## src/verilog/lsu_pkg.sv

```systemverilog
`default_nettype none

package lsu_pkg;

    // --------------------------------------------------
    // widths
    // --------------------------------------------------
    localparam int XLEN       = 32;
    localparam int BE_W       = XLEN / 8;
    localparam int TRANS_ID_W = 3;

    typedef logic [XLEN-1:0]       data_t;
    typedef logic [XLEN-1:0]       addr_t;
    typedef logic [BE_W-1:0]       be_t;
    typedef logic [TRANS_ID_W-1:0] trans_id_t;
    typedef logic [3:0]            cause_t;

    // exception causes, as in mcause
    localparam cause_t CAUSE_LD_MISALIGNED = 4'd4;
    localparam cause_t CAUSE_LD_ACCESS     = 4'd5;
    localparam cause_t CAUSE_ST_MISALIGNED = 4'd6;
    localparam cause_t CAUSE_ST_ACCESS     = 4'd7;

    // --------------------------------------------------
    // operation encoding
    // --------------------------------------------------
    // bit 3 store, bits 2:1 size, bit 0 unsigned
    localparam int OP_STORE_BIT    = 3;
    localparam int OP_UNSIGNED_BIT = 0;

    localparam logic [1:0] SIZE_BYTE = 2'b00;
    localparam logic [1:0] SIZE_HALF = 2'b01;
    localparam logic [1:0] SIZE_WORD = 2'b10;

    typedef enum logic [3:0] {
        OP_LB  = 4'b0000,
        OP_LBU = 4'b0001,
        OP_LH  = 4'b0010,
        OP_LHU = 4'b0011,
        OP_LW  = 4'b0100,
        OP_SB  = 4'b1000,
        OP_SH  = 4'b1010,
        OP_SW  = 4'b1100
    } lsu_op_e;

    typedef enum logic [1:0] {
        IDLE,
        SETUP,
        ACCESS,
        RESP
    } lsu_state_e;

    // bus timeout, in ACCESS cycles
    localparam int ACCESS_TIMEOUT = 16;
    localparam int TIMER_W        = 5;

endpackage

`default_nettype wire

```

## src/verilog/lsu_load_align.sv

```systemverilog
`timescale 1ns/10ps
`default_nettype none

module lsu_load_align
    import lsu_pkg::*;
(
    input  lsu_op_e    op_i,
    input  logic [1:0] addr_lsb_i,
    input  data_t      rdata_i,
    output data_t      data_o
);

    data_t shifted;
    logic  is_unsigned;

    // addressed lane down to bit 0
    assign shifted     = rdata_i >> {addr_lsb_i, 3'b000};
    assign is_unsigned = op_i[OP_UNSIGNED_BIT];

    always_comb begin
        case (op_i[2:1])
            SIZE_BYTE: begin
                if (is_unsigned) begin
                    data_o = {{(XLEN-8){1'b0}}, shifted[7:0]};
                end else begin
                    data_o = {{(XLEN-8){shifted[7]}}, shifted[7:0]};
                end
            end
            SIZE_HALF: begin
                if (is_unsigned) begin
                    data_o = {{(XLEN-16){1'b0}}, shifted[15:0]};
                end else begin
                    data_o = {{(XLEN-16){shifted[15]}}, shifted[15:0]};
                end
            end
            // full word, aligned so no shift
            default: data_o = shifted;
        endcase
    end

endmodule

`default_nettype wire

```

## config.mk

```make
export PLATFORM = sky130hd
export DESIGN_NAME = lsu_load_align
export DESIGN_NICKNAME = d
export VERILOG_FILES = /design/src/verilog/lsu_pkg.sv /design/src/verilog/lsu_load_align.sv
export SDC_FILE = /design/constraint.sdc
export NUM_CORES = 1
export LEC_CHECK = 0
export BUFFER_PORTS_ARGS = -buffer_cell sky130_fd_sc_hd__clkbuf_2
export CORE_MARGIN = 1.5
export CORE_UTILIZATION = 43
export DETAILED_ROUTE_END_ITERATION = 7
export PLACE_DENSITY = 0.95
export SLEW_MARGIN = 40
export SYNTH_ARGS = -nofsm -noshare
export SYNTH_HDL_FRONTEND = slang
export SYNTH_SLANG_ARGS = --single-unit
```

## constraint.sdc

```tcl
create_clock -name vclk -period 1.3
set_input_delay 0 -clock vclk [all_inputs]
set_output_delay 0 -clock vclk [all_outputs]
set_load 0.02 [all_outputs]
```

Word-level counts from Yosys, hierarchy flattened

Index checks and enable logic that the tools add are counted.

Equal/unequal tests: 1
Shift operators: 1
Mux-type cells: 3
Reduce and logical (&&, ||, !) cells: 1

Operators with widths:

| cell               | number |
|---|---|
| $mux 32            | 2 |
| $pmux 32 s2        | 1 |
| $shr 32x5->32      | 1 |
| $eq 2x1->1 const B | 1 |
| $logic_not 2->1    | 1 |

Flip-flop bits (word level): 0
Bits of input ports: 38
Output and inout port bits: 32
Logic and storage cells: 6

Logic depth before layout (Yosys ltp)

Word-level depth: 3
Depth in mapped cells: 5
Gate-level depth less buffers: 3

Least setup slack after synthesis

No wires, ideal clock.

Path kind: input to output
Start: in addr_lsb_i[1]
End: out data_o[22]
Data arrival time: 1.037 ns
Required time: 1.300 ns
Path slack: 0.263 ns
Stages on the path: 5
Buffers on the path: 2
Path through: buf_6 -> nor2b_1 -> o221ai_4 -> buf_6 -> o22ai_1

Word-level cells in the longest chain between the ends: 3
Elaborated cells on any way between the ends: 4
Those cells by class: 1 x shift; 3 x mux

RTL lines:

| item                              | line                                       | source |
|---|---|---|
| start: declaration                | lsu_load_align.sv:8                        | `input logic [1:0] addr_lsb_i,` |
| $shr 32x5->32 (*)                 | lsu_load_align.sv:17                       | `assign shifted = rdata_i >> {addr_lsb_i, 3'b000};` |
| $mux 32, on equally long branches | lsu_load_align.sv:30, lsu_load_align.sv:23 |  |
| $pmux 32 s2 (*)                   | lsu_load_align.sv:21                       | `case (op_i[2:1])` |
| end: declaration                  | lsu_load_align.sv:10                       | `output data_t data_o` |

Every way passes the cells marked *; elsewhere a longest branch is shown, timed or not.

Final worst setup path

Start: in addr_lsb_i[1]
End: out data_o[8]

Same word-level chain as after synthesis.

==> metrics.txt <==
# TYPE chip_impl_metric gauge
chip_impl_info{name="run_status",value="complete, no violations"} 1
chip_impl_metric{name="floorplan.core_area",unit="um^2"} 1710
chip_impl_info{name="setup.worst_path.start_class",value="primary input"} 1
chip_impl_metric{name="required",unit="ps"} 1300
chip_impl_metric{name="worst_ep_arrival_time",unit="ps"} 1260
chip_impl_metric{name="design.die.area",unit="um^2"} 2050
chip_impl_metric{name="effective_utilization_at_floorplan",unit="%"} 45.0
chip_impl_metric{name="layout-drive-gt1-share",unit="%"} 53.6
chip_impl_metric{name="synth_adder_area_share",unit="%"} 0
chip_impl_metric{name="detail_route.wl_per_cell",unit="um"} 13.4
chip_impl_metric{name="yosys-mux-area-fraction",unit="%"} 26.2
chip_impl_metric{name="groute.usage.overall",unit="%"} 24.1
chip_impl_info{name="rsz0062_at_grt",value="true"} 1
chip_impl_metric{name="sequential_cell_area",unit="um^2"} 0
chip_impl_metric{name="fmaxAchievable",unit="MHz"} 796
chip_impl_metric{name="synth-compound-area-share",unit="%"} 43.6
chip_impl_metric{name="static-leakage-power",unit="nW"} 0.574
chip_impl_metric{name="drt_first_pass_iters",unit=""} 4
chip_impl_info{name="worstSetupPathType",value="in2out"} 1
chip_impl_metric{name="worst-slew-pin-transition",unit="ps"} 493
chip_impl_info{name="timing.critical_path.slowest_stage_cell",value="sky130_fd_sc_hd__a221oi_4"} 1
chip_impl_metric{name="grt_max_degree",unit=""} 31
chip_impl_metric{name="yosys.area_share.xor_xnor",unit="%"} 1.14
chip_impl_info{name="ys_top_cells_by_count",value="sky130_fd_sc_hd__a21oi_1 (22), sky130_fd_sc_hd__mux2i_1 (16), sky130_fd_sc_hd__nor2b_1 (9), sky130_fd_sc_hd__or2_2 (9)"} 1
chip_impl_metric{name="min_period",unit="ps"} 1260
chip_impl_info{name="holdCritPathClass",value="in2out"} 1
chip_impl_info{name="dominant_combinational_cell_family_by_area_after_synthesis",value="compound AO/OA/AOI/OAI gates"} 1
chip_impl_metric{name="area_growth",unit="%"} 48.5
chip_impl_metric{name="timing.final.hold_violations",unit=""} 0
chip_impl_metric{name="hold_fix_buffers_at_cts",unit=""} 0
chip_impl_metric{name="routability_driven_placement_congestion_ratio",unit=""} 0.831
chip_impl_metric{name="grt_pass1_vias",unit=""} 911
chip_impl_metric{name="io_buffer_count",unit=""} 69
chip_impl_metric{name="synth.cell_area",unit="um^2"} 768
chip_impl_metric{name="detail_route.drc_violations",unit=""} 0
chip_impl_metric{name="gr-total-overflow",unit=""} 0
chip_impl_info{name="ordered_list_of_cells_on_the_worst_path",value="buf_4 -> mux2_4 -> a221oi_4 -> a21oi_1 -> clkbuf_2"} 1
chip_impl_info{name="worst_setup_path_end_kind",value="output port"} 1
chip_impl_metric{name="hpwl_dp",unit="mm"} 2.13
chip_impl_metric{name="max-cap-violations",unit=""} 0
chip_impl_metric{name="antenna_found_initial",unit=""} 0
chip_impl_metric{name="avgViaCountPerCell",unit=""} 5.59
chip_impl_metric{name="irDropWorstVdd",unit="V"} 0.000324
chip_impl_info{name="yosysTopAreaCell",value="sky130_fd_sc_hd__mux2i_1"} 1
chip_impl_metric{name="layout.nets",unit=""} 206
chip_impl_metric{name="antenna_cells_inserted",unit=""} 0
chip_impl_metric{name="grt_first_pass_wirelength",unit="mm"} 3.87
chip_impl_metric{name="yosys_warnings",unit=""} 0
chip_impl_metric{name="post_synth.cell_area_avg",unit="um^2"} 7.46
chip_impl_metric{name="syn_nets",unit=""} 141
chip_impl_metric{name="netlist.area_leader.share",unit="%"} 20.8
chip_impl_metric{name="synth_seq_area_share",unit="%"} 0
chip_impl_metric{name="postCtsSetupBuffers",unit=""} 0
chip_impl_metric{name="worst_slew_margin_rel",unit="%"} 67.0
chip_impl_metric{name="timing.critical_path.fanout_max",unit=""} 8
chip_impl_metric{name="width_of_the_die",unit="um"} 45.3
chip_impl_metric{name="final-max-slew-violation-count",unit=""} 0
chip_impl_metric{name="setup_viol",unit=""} 0
chip_impl_info{name="setup.worst_path.start",value="addr_lsb_i[1]"} 1
chip_impl_metric{name="floorplan.rows",unit=""} 15
chip_impl_info{name="path_delay_family",value="compound AO/OA/AOI/OAI gates"} 1
chip_impl_metric{name="pin_count",unit=""} 70
chip_impl_metric{name="period_share",unit="%"} 96.6
chip_impl_info{name="synthMostInstantiatedCell",value="sky130_fd_sc_hd__a21oi_1"} 1
chip_impl_metric{name="total_power_divided_by_cell_area",unit="nW/um^2"} 493
chip_impl_metric{name="ant_nets",unit=""} 0
chip_impl_metric{name="post_synth_inst_count",unit=""} 103
chip_impl_metric{name="num-clock-buffers",unit=""} 0
chip_impl_info{name="hp-start",value="rdata_i[31]"} 1
chip_impl_metric{name="synth_simple_gate_area_share",unit="%"} 20.7
chip_impl_metric{name="die_y",unit="um"} 45.3
chip_impl_metric{name="critical-path-max-stage-delay",unit="ps"} 500
chip_impl_metric{name="total_power",unit="mW"} 0.562
chip_impl_metric{name="route.final.wire_length",unit="mm"} 2.57
chip_impl_metric{name="vias",unit=""} 1067
chip_impl_metric{name="cp.buffers_inverters",unit=""} 2
chip_impl_metric{name="final.hold.worst_slack",unit="ps"} 367
chip_impl_metric{name="1st_iter_drt_viols",unit=""} 11
chip_impl_info{name="synth.area.top_cells",value="sky130_fd_sc_hd__mux2i_1 (21%), sky130_fd_sc_hd__a21oi_1 (14%), sky130_fd_sc_hd__o2bb2ai_1 (9.1%)"} 1
chip_impl_metric{name="netlist-cell-type-count",unit=""} 23
chip_impl_metric{name="design.seq.count",unit=""} 0
## per-layer routing
metal,GRT usage [%],part of all wire (%)
met1,32.1,42
met2,44.6,50
met5,0,0
met3,1.20,7.9
met4,0.588,0
## cell usage in the layout (no fill, tap or decap)
cell type | netlist | final
sky130_fd_sc_hd__buf_4 | 2 | 4
sky130_fd_sc_hd__o221ai_4 | 1 | 1
sky130_fd_sc_hd__xnor2_1 | 1 | 1
sky130_fd_sc_hd__nand2b_1 | 1 | 1
sky130_fd_sc_hd__nor2_1 | 3 | 3
sky130_fd_sc_hd__nor2_4 | 1 | 1
sky130_fd_sc_hd__nor2_2 | 1 | 1
sky130_fd_sc_hd__o2bb2ai_1 | 8 | 8
sky130_fd_sc_hd__a21oi_1 | 22 | 22
sky130_fd_sc_hd__buf_12 | 0 | 2
sky130_fd_sc_hd__mux2_4 | 2 | 2
sky130_fd_sc_hd__mux2i_1 | 16 | 16
sky130_fd_sc_hd__nor2b_1 | 9 | 9
sky130_fd_sc_hd__and2b_1 | 1 | 1
sky130_fd_sc_hd__buf_2 | 3 | 1
sky130_fd_sc_hd__a211oi_1 | 7 | 7
sky130_fd_sc_hd__a221oi_4 | 1 | 1
sky130_fd_sc_hd__or2_2 | 9 | 9
sky130_fd_sc_hd__clkbuf_2 | 0 | 66
sky130_fd_sc_hd__nand2_1 | 1 | 1
sky130_fd_sc_hd__mux2_2 | 1 | 1
sky130_fd_sc_hd__o22ai_1 | 8 | 8
## through the flow
step | utilization (%) | std cells | area [um^2] | setup TNS [ps] | setup WS [ps]
floorplan | - | 103 | 768 | 0 | 263
global placement | 66.5 | 191 | 1140 | 0 | 46.9
detailed placement | 66.5 | 191 | 1140 | 0 | 6.61
CTS | 66.5 | 191 | 1140 | 0 | 4.52
global route | 66.8 | 191 | 1140 | -15.5 | -15.5
finish | 66.8 | 191 | 1140 | 0 | 43.8
## where the power goes
group	internal [mW]	switching [mW]	total [mW]
Clock	0	0	0
Combinational	0.226	0.336	0.562
Sequential	0	0	0
Total	0.226	0.336	0.562
## worst min-delay path: stages
cell and delay, ps:
sky130_fd_sc_hd__clkbuf_2 100, sky130_fd_sc_hd__o2bb2ai_1 120, sky130_fd_sc_hd__clkbuf_2 150
## repair_timing
action                                  CTS  global route
gates resized for setup                   0             6
endpoints found under the setup margin    0            23
endpoints found under the hold margin     0             0
## final cells by class
class              count  area [um^2]
fillers              152          567
multi-input cells     93          704
well taps             25         31.3
repair buffers        73          405
## path summary, 6_finish.rpt
| kind | endpoint | slack (ps) | cells past startpoint |
|---|---|---|---|
| setup / recovery | data_o[8] | 40 | 5 |
| hold / removal | data_o[31] | 370 | 3 |
## cell families after synthesis
family | after synthesis
AO/OA/AOI/OAI | 47
AND/OR/NAND/NOR | 26
buffers and inverters | 10
multiplexers | 19
XOR/XNOR | 1
Power figures use the tool's default switching activity.
