## src/verilog/lsu_pkg.sv

```systemverilog
`default_nettype none

package lsu_pkg;

    // --------------------------------------------------
    // widths
    // --------------------------------------------------
    localparam int XLEN       = 32;
    localparam int BE_W       = XLEN / 8;
    localparam int TRANS_ID_W = 3;

    typedef logic [XLEN-1:0]       data_t;
    typedef logic [XLEN-1:0]       addr_t;
    typedef logic [BE_W-1:0]       be_t;
    typedef logic [TRANS_ID_W-1:0] trans_id_t;
    typedef logic [3:0]            cause_t;

    // exception causes, as in mcause
    localparam cause_t CAUSE_LD_MISALIGNED = 4'd4;
    localparam cause_t CAUSE_LD_ACCESS     = 4'd5;
    localparam cause_t CAUSE_ST_MISALIGNED = 4'd6;
    localparam cause_t CAUSE_ST_ACCESS     = 4'd7;

    // --------------------------------------------------
    // operation encoding
    // --------------------------------------------------
    // bit 3 store, bits 2:1 size, bit 0 unsigned
    localparam int OP_STORE_BIT    = 3;
    localparam int OP_UNSIGNED_BIT = 0;

    localparam logic [1:0] SIZE_BYTE = 2'b00;
    localparam logic [1:0] SIZE_HALF = 2'b01;
    localparam logic [1:0] SIZE_WORD = 2'b10;

    typedef enum logic [3:0] {
        OP_LB  = 4'b0000,
        OP_LBU = 4'b0001,
        OP_LH  = 4'b0010,
        OP_LHU = 4'b0011,
        OP_LW  = 4'b0100,
        OP_SB  = 4'b1000,
        OP_SH  = 4'b1010,
        OP_SW  = 4'b1100
    } lsu_op_e;

    typedef enum logic [1:0] {
        IDLE,
        SETUP,
        ACCESS,
        RESP
    } lsu_state_e;

    // bus timeout, in ACCESS cycles
    localparam int ACCESS_TIMEOUT = 16;
    localparam int TIMER_W        = 5;

endpackage

`default_nettype wire

```

## src/verilog/lsu_wait_timer.sv

```systemverilog
`timescale 1ns/10ps
`default_nettype none

module lsu_wait_timer
    import lsu_pkg::*;
(
    input  logic clk_i,
    input  logic rst_ni,
    input  logic active_i,
    output logic timeout_o
);

    logic [TIMER_W-1:0] count_q;

    // counts ACCESS cycles, cleared between accesses
    always_ff @(posedge clk_i or negedge rst_ni) begin
        if (!rst_ni) begin
            count_q <= '0;
        end else if (!active_i) begin
            count_q <= '0;
        end else begin
            count_q <= count_q + 1'b1;
        end
    end

    assign timeout_o = active_i && (count_q == TIMER_W'(ACCESS_TIMEOUT - 1));

    // the FSM must leave ACCESS once the timer fires
    count_bounded: assert property (@(posedge clk_i) disable iff (!rst_ni)
        count_q <= TIMER_W'(ACCESS_TIMEOUT))
        else $error("lsu_wait_timer: access ran past the timeout");

endmodule

`default_nettype wire

```

## config.mk

```make
export PLATFORM = sky130hd
export DESIGN_NAME = lsu_wait_timer
export DESIGN_NICKNAME = d
export VERILOG_FILES = /design/src/verilog/lsu_pkg.sv /design/src/verilog/lsu_wait_timer.sv
export SDC_FILE = /design/constraint.sdc
export NUM_CORES = 1
export LEC_CHECK = 0
export ABC_AREA = 0
export BUFFER_PORTS_ARGS = -buffer_cell sky130_fd_sc_hd__buf_2
export CORE_AREA = 4 4 41 43
export CTS_CLUSTER_SIZE = 28
export DETAILED_ROUTE_END_ITERATION = 10
export DIE_AREA = 0 0 45 47
export MAX_ROUTING_LAYER = met4
export PLACE_DENSITY = 0.4
export REMOVE_ABC_BUFFERS = 1
export SLEW_MARGIN = 10
export SYNTH_ARGS = -nofsm -noshare
export SYNTH_HDL_FRONTEND = slang
export SYNTH_SLANG_ARGS = --single-unit
```

## constraint.sdc

```tcl
create_clock -name clk_i -period 1.5 [get_ports clk_i]
set_input_delay 0.15 -clock clk_i [delete_from_list [all_inputs] [get_ports clk_i]]
set_output_delay 0.15 -clock clk_i [all_outputs]
set_load 0.05 [all_outputs]
```

# After elaboration in Yosys (flattened, before gate mapping)
# Index checks and enable logic that the tools add are counted.
[totals]
inputBits = 3
out_inout_bits = 1
regBits = 5
[classes]
n_reduce_logical = 1
n_eq_ne = 1
addsub = 1
n_mux = 1
[ops]
columns = ["op", "count"]
rows = [
  ["adder 5 x 1 -> 5 bit (second input constant)", 1],
  ["== test 5 x 4 -> 1 bit (second input constant)", 1],
  ["two-way mux 5 bit", 1],
  ["logical AND 1 bit", 1],
]

# Depth between registers and ports, before layout
# Gate-level depths: netlist of run 1.
[logic_depth]
depth_word = 2
mapped_depth = 4
depth_no_buf = 4

# Least setup slack after synthesis of run 1
# OpenSTA, ideal clock, no wires.
[synth_timing]
path_kind = "flip-flop to output port"
start = "register count_q[0]"
end = "output timeout_o"
slack_ps = 91
stages_incl_launch_ff = 5
n_path_buf = 0
arrival_time_ps = 1259
path_cell_list = "dfrtp_1 > ha_1 > and3_2 > ha_1 > and2_1"
[synth_via]
elab_chain_len = 2
[synth_lines]
columns = ["element", "line", "text"]
rows = [
  ["from (decl)", "lsu_wait_timer.sv:13", "logic [TIMER_W-1:0] count_q;"],
  ["from (signal assigned)", "lsu_wait_timer.sv:22", "count_q <= count_q + 1'b1;"],
  ["== test 5 x 4 -> 1 bit", "lsu_wait_timer.sv:26", "assign timeout_o = active_i && (count_q == TIMER_W'(ACCESS_TIMEOUT - 1));"],
  ["logical AND 1 bit", "lsu_wait_timer.sv:26", ""],
  ["to (decl)", "lsu_wait_timer.sv:10", "output logic timeout_o"],
]
# No other way between the ends.

# Worst setup path in the final report of run 1
# Ends and elaborated chain as after synthesis.

==> impl_results.md, run 1 <==
* Core box area at approximately 0.0013 sq mm
* Register bit total from synthesis at 5
* Clock sink count at 5
* Pre-CTS setup slack at 0.04875 ns
* Routed length per instance at about 9.4 microns
* Port Buffers at 3
* Vias in the first global route at 195
* Final WS setup at -0.04824 ns
* GPL Wtd Cong at 0.6779
* Critical R2R Capture: count_q[2]
* GRT Util Overall at 5.742%
* Vias/cell at 3.574
* Met3 routed WL at 30 microns
* CTS tree: done
* RR Startpoint: count_q[0]
* Final Hold Fails at 0
* Mapped Cells at 19
* Largest net degree at the start of global routing at 8
* Fin. max-slew vios at 0
* Layout Nets at 38
* Post-Route Setup TNS at -0.04824 ns
* Largest registers: count_q: 5 flops
* Area growth syn-to-layout at 60.00%
* Required time worst endpoint at 1.35 ns
* Final setup viols at 1
* # rows at 13
* Reg with most FFs: count_q
* Hold slack at 0.2106 ns
* Vias at 168
* Met2 routed WL at 220 microns
* Largest register FFs at 5
* RSZ-0062 raised after global routing: true
* P_leak at 0.1835 nW
* Crit share post-route at 103.2%
* Detailed Routing Iterations Pass 1 at 2
* Worst-path clk slew at 0.04 ns
* Seq/Total Area, Yosys at 54.05%
* Layout cell share with drive strength beyond 1 at 50.00%
* IO Pins at 4
* Max VDD drop at 0.4621 mV
* # H-tree levels at 1
* Worst R2R Path Depth at 5
* DRC viols at 0
* Worst Setup EP: timeout_o
* WL met1 at 193 microns
* CTS buffer count at 3
* Clock latency at the later pin of the worst-skew pair at 0.24 ns
* Die height at between 40 and 50 microns
* Average instance area after synthesis at 12.18 sq um
* Critical path type: flip-flop to primary output
* Relative slew slack at 92.16%
* Max_cap viols at 0
* Endpoint class of the critical path: primary output
* Die area at 0.002115 sq mm
* Most frequent cells in the layout: 5 x dfrtp_1, 5 x buf_4, 3 x clkbuf_4
* # diodes at 0
* DR iter-0 viols at 1
* Top Metal Used: met3
* Total congestion overflow at 0
* Post-layout instance area at 370.4 sq um
* Die Wd at roughly 45 microns
* Violations in the final reports: negative setup slack
* CTS max path bufs at 2
* YS warnings at 0
* ANT nets after route at 0
* Tightest Pin Transition at 0.1143 ns
* Worst Path Arrival at approximately 1.4 ns
* Post-detail-place hpwl at 268.8 microns
* CP Max Fanout at 2
* First-pass GRT wire length at 745 microns
* Synth cell types at 11
* F_max at ~650 MHz
* Antenna violations before repair at 0
* Placed cell area at 272.8 sq um
* Root buffer cell: clkbuf_4
* Worst Hold Class: input pin to flip-flop
* Minimum clock period at 1.548 ns
* First element of the critical path: count_q[0]
* Clock Skew at 0.003175 ns
* Reg2reg setup slack at 0.27 ns
* PwrDens at just over 900 mW/mm^2
* Initial Utilization at 17.79%
* Post-Syn Area at 231.5 sq um
* Status: finished, violations left
* Critical path startpoint category: flip-flop
* Wirelength, routed at 444 microns
==> cell usage after synthesis <==
library cell	n	area, sq um
dfrtp_1	5	125.1
nand2b_1	1	6.260
inv_1	1	3.750
and3_2	1	7.510
ha_1	2	25.02
and2_1	3	18.77
mux2i_1	1	10.01
xor2_1	1	8.760
nand3_2	1	10.01
nor2b_1	2	12.51
nand2_1	1	3.750
==> power breakdown <==
group | switching, mW | total (mW) | internal, mW
clock | 0.0521 | 0.152 | 0.100
combinational | 0.0143 | 0.0372 | 0.0229
sequential | 0.00478 | 0.147 | 0.142
==> stage by stage <==
step	cells	power [mW]	utilization (%)
4_1_cts	45	0.3394	27.31
3_5_place_dp	38	0.1704	20.96
5_1_grt	47	0.3679	28.46
6_report	47	0.3365	28.46
3_3_place_gp	38	0.1697	20.96
2_1_floorplan	19	0.1581	-
==> cell type report <==
cell class	count	area, sq um
tap	15	18.77
multi-input combinational	13	123.9
clock buffer	4	26.28
sequential	5	125.1
inverter	1	3.754
timing repair buffer	9	72.57
fill	143	930.9
==> worst min path at each step <==
stage,from,endpoint,slack (ns),cells after the start
global placement,rst_ni,count_q[4],-0.03,1
detailed placement,rst_ni,count_q[4],-0.03,1
global route,active_i,count_q[4],0.20,2
CTS,active_i,count_q[4],0.21,2
finish,active_i,count_q[4],0.21,2
floorplan,rst_ni,count_q[0],-0.15,0
==> what timing repair did <==
| action | 4_1_cts | 5_1_grt |
|---|---|---|
| setup buffers | 2 | 2 |
| hold buffers | 1 | 0 |
| pin swaps | 2 | 1 |
| endpoints found under the setup margin | 1 | 1 |
| cloned | 0 | 0 |
| hold endpoints to repair | 5 | 0 |
| resized for setup | 8 | 0 |
==> kinds of logic (layout without fill, tap and decap cells) <==
logic type	count (synthesis)	in the layout	share of synthesized area (%)
xor+xnor	1	1	3.784
flops	5	5	54.05
mux	1	1	4.324
buf+inv	1	14	1.620
simple gates	9	9	25.41
fa+ha+maj	2	2	10.81
==> routing by layer <==
layer | global-route usage (%) | vias up
met5 | - | -
met4 | 1.754 | 0
met3 | 5.747 | 0
met2 | 9.040 | 4
met1 | 4.619 | 78
li1 | - | 86
==> critical path, cell delays in order, from the launching register on <==
cell	delay, ns
dfrtp_1	0.38
ha_2	0.20
and3_4	0.17
ha_4	0.14
and2_4	0.13
buf_8	0.14
(Power assumes the default switching activity.)
==> run 2: changes to the inputs <==
--- a/config.mk
+++ b/config.mk
@@ -8,6 +8,7 @@
 export ABC_AREA = 0
 export BUFFER_PORTS_ARGS = -buffer_cell sky130_fd_sc_hd__buf_2
 export CORE_AREA = 4 4 41 43
+export CTS_BUF_LIST = sky130_fd_sc_hd__clkbuf_4 sky130_fd_sc_hd__clkbuf_8
 export CTS_CLUSTER_SIZE = 28
 export DETAILED_ROUTE_END_ITERATION = 10
 export DIE_AREA = 0 0 45 47
==> impl_results.md, run 2 (synthesized netlist as in run 1, its figures left out) <==
* Most frequent cells in the layout: 5 x dfrtp_1, 5 x buf_4, 4 x clkbuf_4
* F_max at 645.9 MHz (about the same)
* Worst R2R Path Depth at 5 (unchanged)
* ANT nets after route at 0 (unchanged)
* Clock Skew at 0.001847 ns (-0.001327 ns)
* Max VDD drop at 0.5557 mV (+20%)
* CTS tree: done
* CP Max Fanout at 2 (unchanged)
* GRT Util Overall at 5.414% (-0.33 points)
* Relative slew slack at 92.15% (about the same)
* IO Pins at 4 (unchanged)
* Reg with most FFs: count_q
* Vias at 168 (unchanged)
* Total congestion overflow at 0 (unchanged)
* Vias in the first global route at 190 (-2.6%)
* Power, Total at 0.3532 mW (+5.0%)
* Worst-path clk slew at 0.04 ns (about the same)
* Fillers at 143 (unchanged)
* Wirelength, routed at 440 microns (-0.90%)
* GPL Wtd Cong at 0.6779 (unchanged)
* Critical path type: flip-flop to primary output
* Worst Hold Class: input pin to flip-flop
* DR iter-0 viols at 0 (-1)
* Worst Setup EP: timeout_o
* Sequential Power Share at 41.6% (-2.0 points)
* Vias/cell at 3.574 (unchanged)
* Root buffer cell: clkbuf_4
* Initial Utilization at 17.79% (unchanged)
* Net Sw Power at 0.06991 mW (-1.8%)
* Hold path depth at 2 (unchanged)
* Detailed Routing Iterations Pass 1 at 1 (-1)
* Required time worst endpoint at 1.35 ns (about the same)
* Status: finished, violations left
* Layout Nets at 38 (unchanged)
* Post-detail-place hpwl at 268.8 microns (unchanged)
* Violations in the final reports: negative setup slack
* Critical R2R Capture: count_q[2]
* Post-Route Setup TNS at -0.04819 ns (+0.00005610 ns)
* Critical path startpoint category: flip-flop
* Fin. max-slew vios at 0 (unchanged)
* Sw frac at 19.79% (-1.4 points)
* Clock latency at the later pin of the worst-skew pair at 0.24 ns (about the same)
* Crit-path max cell delay at 0.38 ns (about the same)
* DRC viols at 0 (unchanged)
* P_leak at 0.1869 nW (+1.9%)
* First-pass GRT wire length at 717 microns (-3.8%)
* First element of the critical path: count_q[0]
* Largest register FFs at 5 (unchanged)
* Max_cap viols at 0 (unchanged)
* Port Buffers at 3 (unchanged)
* Pint at 0.2833 mW (+6.8%)
* Reg2reg setup slack at 0.27 ns (about the same)
* # H-tree levels at 1 (unchanged)
* Tightest Pin Transition at 0.1145 ns (+0.0002514 ns)
* Layout cell share with drive strength beyond 1 at 53.13% (+3.1 points)
* # rows at 13 (unchanged)
* Die height at 47 microns (unchanged)
* CTS buffer count at 3 (unchanged)
* RSZ-0062 raised after global routing: true
* Minimum clock period at 1.548 ns (-0.00005610 ns)
* Final Hold Fails at 0 (unchanged)
* RR Startpoint: count_q[0]
* Clock sink count at 5 (unchanged)
* Die Wd at 45 microns (unchanged)
* Area growth syn-to-layout at 61.62%
* Crit-path cells: ha_2, and3_4, ha_4, and2_4, buf_8
* Largest net degree at the start of global routing at 8 (unchanged)
* Routed length per instance at 9.362 microns (-0.90%)
* Largest registers: count_q: 5 flops
* Antenna violations before repair at 0 (unchanged)
* Final WS setup at -0.04819 ns (+0.00005610 ns)
* Die area at 0.002115 sq mm (unchanged)
* Worst Path Arrival at 1.40 ns (about the same)
* CTS max path bufs at 2 (unchanged)
* PwrDens at 944.1 mW/mm^2 (+3.9%)
* Comb pwr share at 10.5% (-0.6 points)
* # diodes at 0 (unchanged)
* Core box area at 0.001301 sq mm (unchanged)
* Portion of total power attributed to the clock network at 47.9% (+2.6 points)
* Crit path max-delay cell type: dfrtp_1
* Final setup viols at 1 (unchanged)
* Endpoint class of the critical path: primary output
* Crit share post-route at 103.2% (about the same)
-- run 2: final cells by class --
class,count,area (sq um),area share [%]
repair buffers,9,72.57,19.40
inverters,1,3.754,1.003
clock buffers,4,30.03,8.027
multi-input cells,13,123.9,33.11
flip-flops and latches,5,125.1,33.44
well taps,15,18.77,5.017
-- run 2: power by group through the flow --
stage	clock network, mW	logic, mW	registers, mW
after floorplan	0	0.00953	0.149
after global placement	0	0.0210	0.149
after detailed placement	0	0.0217	0.149
after CTS	0.179	0.0308	0.147
after global routing	0.192	0.0419	0.147
final	0.169	0.0372	0.147
-- run 2: per-layer routing --
layer | part of all wire, % | GRT usage [%] | up-vias | routed length [microns]
met1 | 43 | 4.388 | 77 | 188
met2 | 50 | 9.040 | 4 | 221
met3 | 6.8 | 5.747 | 0 | 30
li1 | - | - | 87 | -
met5 | 0 | - | - | 0
met4 | 0 | 0 | 0 | 0
-- run 2: repair_timing --
| action | in CTS | in global routing |
|---|---|---|
| buffers inserted | 2 | 2 |
| hold buffers | 1 | 0 |
| cloned | 0 | 0 |
| endpoints found under the hold margin | 5 | 0 |
| resized for setup | 8 | 0 |
| pin swaps | 2 | 1 |
| endpoints found under the setup margin | 1 | 1 |
-- run 2: how the worst min path moves through the flow --
| stage | end | start | slack, ns |
|---|---|---|---|
| finish | count_q[4] | active_i | 0.21 |
| floorplan | count_q[0] | rst_ni | -0.15 |
| global route | count_q[4] | active_i | 0.21 |
| global placement | count_q[4] | rst_ni | -0.03 |
| CTS | count_q[4] | active_i | 0.21 |
| detailed placement | count_q[4] | rst_ni | -0.03 |
-- run 2: worst max-delay path, delay by kind of cell, from the launching register on --
kind | cells | cell delay (ns)
fa+ha+maj | 2 | 0.34
buf+inv | 1 | 0.14
flops | 1 | 0.38
simple gates | 2 | 0.30
-- run 2: through the flow --
| step | hold slack [ns] | area, sq um | util, % | instances | setup slack, ns |
|---|---|---|---|---|---|
| floorplan | -0.1456 | 231.5 | - | 19 | 0.09074 |
| global placement | -0.02898 | 272.8 | 20.96 | 38 | 0.05656 |
| detailed placement | -0.02836 | 272.8 | 20.96 | 38 | 0.04875 |
| CTS | 0.2071 | 359.1 | 27.60 | 45 | -0.05111 |
| global route | 0.2050 | 374.1 | 28.75 | 47 | -0.09100 |
| finish | 0.2135 | 374.1 | 28.75 | 47 | -0.04819 |
