===== src/verilog/lsu_pkg.sv =====
`default_nettype none

package lsu_pkg;

    // --------------------------------------------------
    // widths
    // --------------------------------------------------
    localparam int XLEN       = 32;
    localparam int BE_W       = XLEN / 8;
    localparam int TRANS_ID_W = 3;

    typedef logic [XLEN-1:0]       data_t;
    typedef logic [XLEN-1:0]       addr_t;
    typedef logic [BE_W-1:0]       be_t;
    typedef logic [TRANS_ID_W-1:0] trans_id_t;
    typedef logic [3:0]            cause_t;

    // exception causes, as in mcause
    localparam cause_t CAUSE_LD_MISALIGNED = 4'd4;
    localparam cause_t CAUSE_LD_ACCESS     = 4'd5;
    localparam cause_t CAUSE_ST_MISALIGNED = 4'd6;
    localparam cause_t CAUSE_ST_ACCESS     = 4'd7;

    // --------------------------------------------------
    // operation encoding
    // --------------------------------------------------
    // bit 3 store, bits 2:1 size, bit 0 unsigned
    localparam int OP_STORE_BIT    = 3;
    localparam int OP_UNSIGNED_BIT = 0;

    localparam logic [1:0] SIZE_BYTE = 2'b00;
    localparam logic [1:0] SIZE_HALF = 2'b01;
    localparam logic [1:0] SIZE_WORD = 2'b10;

    typedef enum logic [3:0] {
        OP_LB  = 4'b0000,
        OP_LBU = 4'b0001,
        OP_LH  = 4'b0010,
        OP_LHU = 4'b0011,
        OP_LW  = 4'b0100,
        OP_SB  = 4'b1000,
        OP_SH  = 4'b1010,
        OP_SW  = 4'b1100
    } lsu_op_e;

    typedef enum logic [1:0] {
        IDLE,
        SETUP,
        ACCESS,
        RESP
    } lsu_state_e;

    // bus timeout, in ACCESS cycles
    localparam int ACCESS_TIMEOUT = 16;
    localparam int TIMER_W        = 5;

endpackage

`default_nettype wire


===== src/verilog/lsu_access_fsm.sv =====
`timescale 1ns/10ps
`default_nettype none

module lsu_access_fsm
    import lsu_pkg::*;
(
    input  logic       clk_i,
    input  logic       rst_ni,
    // issue
    input  logic       lsu_valid_i,
    input  lsu_op_e    op_i,
    input  trans_id_t  trans_id_i,
    output logic       lsu_ready_o,
    // from the AGU
    input  addr_t      addr_i,
    input  be_t        be_i,
    input  data_t      wdata_i,
    input  logic       misaligned_i,
    // load path
    input  data_t      load_data_i,
    output lsu_op_e    op_q_o,
    output logic [1:0] addr_lsb_o,
    // writeback
    output logic       result_valid_o,
    output trans_id_t  result_trans_id_o,
    output data_t      result_data_o,
    output logic       ex_valid_o,
    output cause_t     ex_cause_o,
    output addr_t      ex_tval_o,
    // APB master
    output addr_t      paddr_o,
    output logic       psel_o,
    output logic       penable_o,
    output logic       pwrite_o,
    output data_t      pwdata_o,
    output be_t        pstrb_o,
    input  logic       pready_i,
    input  logic       pslverr_i,
    // timer
    output logic       access_o,
    input  logic       timeout_i
);

    lsu_state_e state_q, state_d;
    logic       accept;
    logic       access_done;
    logic       fault;
    logic       ex_q;

    lsu_op_e    op_q;
    trans_id_t  trans_id_q;
    addr_t      addr_q;
    be_t        be_q;
    data_t      wdata_q;
    data_t      data_q;
    cause_t     cause_q;

    assign accept      = lsu_valid_i && (state_q == IDLE);
    assign access_done = (state_q == ACCESS) && (pready_i || timeout_i);
    // timeout without pready counts as a fault too
    assign fault       = pslverr_i || !pready_i;

    // --------------------------------------------------
    // state machine
    // --------------------------------------------------
    always_comb begin
        state_d = state_q;
        case (state_q)
            IDLE:    if (lsu_valid_i) state_d = misaligned_i ? RESP : SETUP;
            SETUP:   state_d = ACCESS;
            ACCESS:  if (pready_i || timeout_i) state_d = RESP;
            RESP:    state_d = IDLE;
            default: state_d = IDLE;
        endcase
    end

    always_ff @(posedge clk_i or negedge rst_ni) begin
        if (!rst_ni) begin
            state_q <= IDLE;
            ex_q    <= 1'b0;
        end else begin
            state_q <= state_d;
            if (accept) begin
                ex_q <= misaligned_i;
            end else if (access_done) begin
                ex_q <= fault;
            end
        end
    end

    // request capture and result
    always_ff @(posedge clk_i) begin
        if (accept) begin
            op_q       <= op_i;
            trans_id_q <= trans_id_i;
            addr_q     <= addr_i;
            be_q       <= be_i;
            wdata_q    <= wdata_i;
            data_q     <= '0;
            cause_q    <= op_i[OP_STORE_BIT] ? CAUSE_ST_MISALIGNED : CAUSE_LD_MISALIGNED;
        end else if (access_done) begin
            data_q  <= (fault || op_q[OP_STORE_BIT]) ? '0 : load_data_i;
            cause_q <= op_q[OP_STORE_BIT] ? CAUSE_ST_ACCESS : CAUSE_LD_ACCESS;
        end
    end

    // --------------------------------------------------
    // outputs
    // --------------------------------------------------
    assign lsu_ready_o       = (state_q == IDLE);
    assign result_valid_o    = (state_q == RESP);
    assign result_trans_id_o = trans_id_q;
    assign result_data_o     = data_q;
    assign ex_valid_o        = (state_q == RESP) && ex_q;
    assign ex_cause_o        = cause_q;
    assign ex_tval_o         = addr_q;

    assign psel_o    = (state_q == SETUP) || (state_q == ACCESS);
    assign penable_o = (state_q == ACCESS);
    assign paddr_o   = addr_q;
    assign pwrite_o  = op_q[OP_STORE_BIT];
    assign pwdata_o  = wdata_q;
    assign pstrb_o   = op_q[OP_STORE_BIT] ? be_q : '0;

    assign access_o   = (state_q == ACCESS);
    assign op_q_o     = op_q;
    assign addr_lsb_o = addr_q[1:0];

    penable_in_sel: assert property (@(posedge clk_i) disable iff (!rst_ni)
        penable_o |-> psel_o)
        else $error("lsu_access_fsm: penable without psel");

    // slave sees a steady request for the whole access phase
    apb_stable: assert property (@(posedge clk_i) disable iff (!rst_ni)
        penable_o |-> $stable({paddr_o, pwrite_o, pwdata_o, pstrb_o}))
        else $error("lsu_access_fsm: APB request changed during ACCESS");

    result_one_cycle: assert property (@(posedge clk_i) disable iff (!rst_ni)
        result_valid_o |=> !result_valid_o)
        else $error("lsu_access_fsm: result held longer than one cycle");

endmodule

`default_nettype wire


===== config.mk =====
export PLATFORM = sky130hd
export DESIGN_NAME = lsu_access_fsm
export DESIGN_NICKNAME = d
export VERILOG_FILES = /design/src/verilog/lsu_pkg.sv /design/src/verilog/lsu_access_fsm.sv
export SDC_FILE = /design/constraint.sdc
export NUM_CORES = 1
export LEC_CHECK = 0
export BUFFER_PORTS_ARGS = -buffer_cell sky130_fd_sc_hd__buf_2
export CAP_MARGIN = 20
export CORE_MARGIN = 4
export CORE_UTILIZATION = 28
export CTS_BUF_LIST = sky130_fd_sc_hd__clkbuf_8
export DETAILED_ROUTE_END_ITERATION = 10
export HOLD_SLACK_MARGIN = 0.03
export PLACE_DENSITY_LB_ADDON = 0.15
export SLEW_MARGIN = 20
export SYNTH_ARGS = -nofsm -noshare
export SYNTH_HDL_FRONTEND = slang
export SYNTH_SLANG_ARGS = --single-unit

===== constraint.sdc =====
create_clock -name clk_i -period 3.35 [get_ports clk_i]
set_input_delay 0.335 -clock clk_i [delete_from_list [all_inputs] [get_ports clk_i]]
set_output_delay 0.335 -clock clk_i [all_outputs]
set_load 0.02 [all_outputs]

Word level (Yosys, flattened, before mapping)
Cells that the tools add are included.

Word-level logic and storage cells: 37. Bits in latches: 0. RAM bits: 0. Memories kept: 0. Output and inout bits: 152. Bits in registers: 114. Input bits: 114. ROM bits: 0.

Div/mod/pow operators: 0. Order comparisons: 0. Muxes and demuxes: 12. Eq/ne operators: 5. Multipliers: 0. Bitwise operators: 0. Shift operators: 0. Reduce and logical (&&, ||, !) cells: 11. $add $sub $neg: 0.

Operators with widths (count): 32-bit two-way mux (1); 4-bit two-way mux (3); 2-bit two-way mux (5); 2-bit case mux with 4 select lines (1); 2-bit equality test, second input constant (2); 1-bit logical OR (4); 1-bit logical AND (3); 2-bit by 1-bit equality test with 1-bit output, second input constant (1); 2-bit zero test (1); 1-bit two-way mux (2); 2-bit by 1-bit inequality test with 1-bit output, second input constant (1); 2-bit inequality test, second input constant (1); 2-bit AND reduction (1); 2-bit nonzero test (1); 1-bit zero test (1).

Depth between registers and ports, before layout
Word-level depth: 4. Gate-level depth with buffers: 7. Gate-level depth less buffers: 6.

Least setup slack after synthesis
OpenSTA, ideal clock, no wires.

Path type: register to register. Start: register state_q[0]. End: register cause_q[1], in the netlist ex_cause_o[1], data pin. Path slack: 1215 ps. Period minus slack after synthesis: 2135 ps. Stages on the path, launching flop included: 6. Setup time: 260 ps. Buffers on the path: 0. Arrival: 1875 ps. Data required time: 3090 ps. Path through: dfrtp_1 -> inv_1 -> ha_1 -> nand2_4 -> inv_4 -> mux2_2.

Word-level cells in the longest chain between the ends: 3.

Ends and longest elaborated chain: start, declared (line lsu_access_fsm.sv:44) `lsu_state_e state_q, state_d;`; start signal, assigned (line lsu_access_fsm.sv:82) `state_q <= state_d;`; 2-bit zero test; named net lsu_ready_o (line lsu_access_fsm.sv:13) `output logic lsu_ready_o,`; 1-bit logical AND (line lsu_access_fsm.sv:58) `assign accept = lsu_valid_i && (state_q == IDLE);`; named net accept (line lsu_access_fsm.sv:45) `logic accept;`; 4-bit two-way mux (line lsu_access_fsm.sv:93) `if (accept) begin`; end signal, assigned (line lsu_access_fsm.sv:100) `cause_q <= op_i[OP_STORE_BIT] ? CAUSE_ST_MISALIGNED : CAUSE_LD_MISALIGNED;`; end signal, assigned (line lsu_access_fsm.sv:103) `cause_q <= op_q[OP_STORE_BIT] ? CAUSE_ST_ACCESS : CAUSE_LD_ACCESS;`; end, declared (line lsu_access_fsm.sv:56) `cause_t cause_q;`.

The timed path passes the listed nets, and every way through them passes these cells. A chain may end at the register's enable or synchronous reset.

Worst setup path in the final report
Start: register state_q[0]. End: register wdata_q[7], in the netlist pwdata_o[7], enable pin.

Word-level cells in the longest chain between the ends: 2.

Ends and longest elaborated chain: 2-bit zero test (line lsu_access_fsm.sv:58); 1-bit logical AND (line lsu_access_fsm.sv:58); named net accept (line lsu_access_fsm.sv:45); end signal, assigned (line lsu_access_fsm.sv:98) `wdata_q <= wdata_i;`; end, declared (line lsu_access_fsm.sv:54) `data_t wdata_q;`.

The timed path passes the listed nets, and every way through them passes these cells.

==> results_tabular.tex <==
\begin{tabular}{lr}
\hline
Metric & Value \\
\hline
\multicolumn{2}{l}{\textbf{Place}} \\
\quad Total of buffers placed on input and output ports & 263 \\
\quad HPWL after detailed placement & 7827 um \\
\quad RePlAce Congestion & 0.7855 \\
\multicolumn{2}{l}{\textbf{Route}} \\
\quad 1st-pass router iterations & 4 \\
\quad Detailed-route wire length & 9803 um \\
\quad Mean routed wirelength per cell & around 15 um \\
\quad Number of nets still failing antenna checks after routing & 0 \\
\quad Violation count after the first detailed-routing iteration & 44 \\
\quad Vias post-DR & 2627 \\
\quad Post-route DRC & 0 \\
\quad Number of vias per cell after detailed routing & 4.105 \\
\multicolumn{2}{l}{\textbf{Die}} \\
\quad Height of the die & 126.5 um \\
\quad Width of the die & $\sim$130 um \\
\quad Full die area & 15990 sq um \\
\quad Row cnt & 43 \\
\quad Effective utilization at floorplan & between 20 and 30\% \\
\quad Number of placed I/O pins & 266 \\
\quad Area of the core region & 13830 sq um \\
\multicolumn{2}{l}{\textbf{Synth}} \\
\quad Synth unique cells & 22 \\
\quad Synth top area share & about three fifths \\
\quad Cell Area, Synth & 3930 sq um \\
\quad Top cell type by total area after synthesis & edfxtp\_1 \\
\quad Warnings from Yosys & 0 \\
\quad Part of the Yosys area used for sequential elements & 77.05\% \\
\quad Mean post-synth cell area & 17.78 sq um \\
\quad Post-synthesis net count & 340 \\
\quad Cell count after synthesis & 221 \\
\quad Synth top area cells & edfxtp\_1 (59\%), dfxtp\_1 (16\%), buf\_4 (7.4\%) \\
\quad Number of synthesized register bits & $\sim$110 \\
\multicolumn{2}{l}{\textbf{Timing}} \\
\quad Slew at the pin with the worst max-slew slack & 0.5927 ns \\
\quad Final count of pins violating max slew & 0 \\
\quad Number of setup violations in the final report & 0 \\
\quad Worst clock skew on the final layout & around 0.017 ns \\
\quad Final cycle utilization of the critical path & 59.96\% \\
\quad Unrepaired setup endpoints after global routing & false \\
\quad Final Hold Violating Endpoints & 0 \\
\quad Min cycle time layout & 2.009 ns \\
\quad Setup total negative slack & 0 ns \\
\quad Maximum operating frequency & 497.8 MHz \\
\quad Relative slew slack & 60.49\% \\
\multicolumn{2}{l}{\textbf{Critical path}} \\
\quad Worst r2r path cells & 5 \\
\quad Maximum fanout encountered on the critical timing path & 46 \\
\quad Signal arrival time at the worst endpoint & 2.06 ns \\
\quad Type of destination of the critical path & flip-flop \\
\quad Critical Path Start Type & flip-flop \\
\quad Cell-by-cell trace of the critical path & inv\_1 > ha\_1 > nand2\_4 > inv\_4 > buf\_4 \\
\quad Worst path slowest cell & inv\_4 \\
\quad Worst path max stage delay & 0.45 ns \\
\quad Category of the most critical setup path & flip-flop to flip-flop \\
\quad Critical path data required time & around 3.4 ns \\
\multicolumn{2}{l}{\textbf{Layout}} \\
\quad Filler cell count in the final layout & 1336 \\
\quad Most frequent standard cell in the layout excluding fill and tap cells & buf\_2 \\
\quad Net count reported at finish & 574 \\
\quad Register area & 3028 sq um \\
\quad Antenna cells & 0 \\
\quad Multi-input gate area & about 520 sq um \\
\quad Area growth, synth to finish & 36.80\% \\
\quad Final design utilization & between 30\% and 40\% \\
\quad Fraction of final layout cells with drive strength greater than 1 & a little under two thirds \\
\quad Leading cell types in the layout, fill and taps excluded & buf\_2 (263), edfxtp\_1 (77), dfxtp\_1 (32) \\
\multicolumn{2}{l}{\textbf{Clock tree}} \\
\quad Buffers from clock root to sink, at most & 2 \\
\quad Buffers inserted by post-CTS timing repair & 0 \\
\quad Clock transition at the registers of the reported paths & 0.12 ns \\
\quad CTS Root Cell & clkbuf\_8 \\
\quad Number of buffers created by CTS & 9 \\
\quad Clock H-tree levels & 3 \\
\quad Clock latency at the later pin of the worst-skew pair & about 0.37 ns \\
\quad Sinks on Clock Net & 112 \\
\quad Quantity of gates resized following cts & 0 \\
\quad Clock tree from TritonCTS & yes \\
\multicolumn{2}{l}{\textbf{Power and ir drop}} \\
\quad Total power draw & between 4000 and 5000 uW \\
\quad Sequential power share & 46.9\% \\
\quad Clock Power Share & 21.8\% \\
\quad Combinational group share of total power & between 30 and 40\% \\
\quad Switching power summed over all nets & 1416 uW \\
\quad Static power due to leakage & around 0.0025 uW \\
\quad Power density relative to cell area & around 760 nW/um\^{}2 \\
\quad Pint & 2647 uW \\
\quad Share of total power consumed by net switching & 34.86\% \\
\quad Max VDD drop & 0.0002610 V \\
\multicolumn{2}{l}{\textbf{GRT}} \\
\quad Number of antenna violations at the first check in global routing & 1 \\
\quad Overall overflow remaining after global route & 0 \\
\quad GRT Util Overall & between 10 and 15\% \\
\quad Largest net degree at the start of global routing & 47 \\
\quad Wire length of the first global-routing pass & between 10000 and 15000 um \\
\quad Vias in the first global route & 2560 \\
\multicolumn{2}{l}{\textbf{Hold path}} \\
\quad Number of instances on the worst hold path & 1 \\
\quad Type of the tightest min-delay check & input pin to flip-flop \\
\multicolumn{2}{l}{\textbf{Job}} \\
\quad Max\_cap viols & 0 \\
\multicolumn{2}{l}{\textbf{Run status}} \\
\quad Status & complete, no violations \\
\hline
\end{tabular}
==> per-stage QoR <==
step	hold slack, ns	instances	worst slack [ns]	instance area, sq um
3_5_place_dp	0.1426	623	1.302	5141
3_3_place_gp	0.1407	623	1.342	5141
6_report	0.1337	640	1.341	5376
2_1_floorplan	0.03941	221	1.215	3930
5_1_grt	0.09158	640	1.167	5376
4_1_cts	0.1013	640	1.293	5376
==> power by group through the flow <==
stage / Combinational, uW / Sequential [uW] / Clock [uW]
2_1_floorplan: 655 / 2220 / 0
3_3_place_gp: 1290 / 1940 / 0
3_5_place_dp: 1300 / 1940 / 0
4_1_cts: 1300 / 1910 / 926
5_1_grt: 1360 / 1930 / 983
6_report: 1270 / 1900 / 886
==> final cells by class <==
cell class                      instances  area share [%]
Multi-Input combinational cell         60           9.751
Clock buffer                            9           2.304
Inverter                                4          0.3258
Sequential cell                       112           56.32
Timing Repair Buffer                  268           25.23
Clock inverter                          7           1.885
Tap cell                              180           4.189
==> per-layer routing <==
layer  vias up  global-route usage, %  wire length, um
li1       1241                      -                -
met1      1206                  13.02             3696
met2       164                  19.27             4805
met3        14                  5.137             1169
met4         2                  3.785              119
met5         -                      0               12
==> Yosys cell counts <==
library cell,count
edfxtp_1,77
a22o_2,6
nor4b_4,1
nand2_4,1
nand3_1,1
buf_6,6
inv_1,3
nor2_1,2
conb_1,2
and2_1,6
nand2b_1,1
and2b_2,1
dfrtp_1,3
inv_4,1
mux2_2,1
a22o_1,26
o21ai_0,2
dfxtp_1,32
mux2i_1,4
buf_4,39
ha_1,5
a21oi_1,1
==> worst max-delay path, delay by kind of cell (launching register included) <==
family	cells	cell delay, ns
adders and majority gates	1	0.24
DFF	1	0.39
and+or+nand+nor	1	0.09
buffers and inverters	3	0.95
==> final timing paths <==
kind / from / to / slack, ns
max: state_q[0] / pwdata_o[7] / 1.34
min: wdata_i[5] / pwdata_o[5] / 0.13
max reg2reg: state_q[0] / pwdata_o[7] / 1.34
min reg2reg: result_data_o[0] / result_data_o[0] / 0.49
max in group asynchronous: rst_ni / ex_q / 2.94
min in group asynchronous: rst_ni / state_q[1] / 0.29
==> state kept, by name, indices dropped and copies added, names as in the netlist <==
| name | flops |
|---|---|
| ex_q | 1 |
| ex_tval_o | 32 |
| result_trans_id_o | 3 |
| pwdata_o | 32 |
| state_q | 2 |
| be_q | 4 |
| ex_cause_o | 2 |
| op_q_o | 4 |
| result_data_o | 32 |
==> logic make-up (layout without fill, tap and decap cells) <==
family | count (synthesis) | after routing | share of synthesized area (%)
other | 2 | 2 | 0.1911
muxes | 5 | 5 | 1.305
DFF | 112 | 112 | 77.05
and+or+nand+nor | 13 | 13 | 2.547
buffers and inverters | 49 | 288 | 9.615
adders and majority gates | 5 | 5 | 1.592
AOI/OAI and AO/OA | 35 | 35 | 7.705
==> repair_timing <==
| action | CTS | global route |
|---|---|---|
| endpoints found under the setup margin | 0 | 0 |
| hold endpoints to repair | 3 | 0 |
| hold buffers | 1 | 0 |
Note: power is estimated with default switching activity, not from simulation.
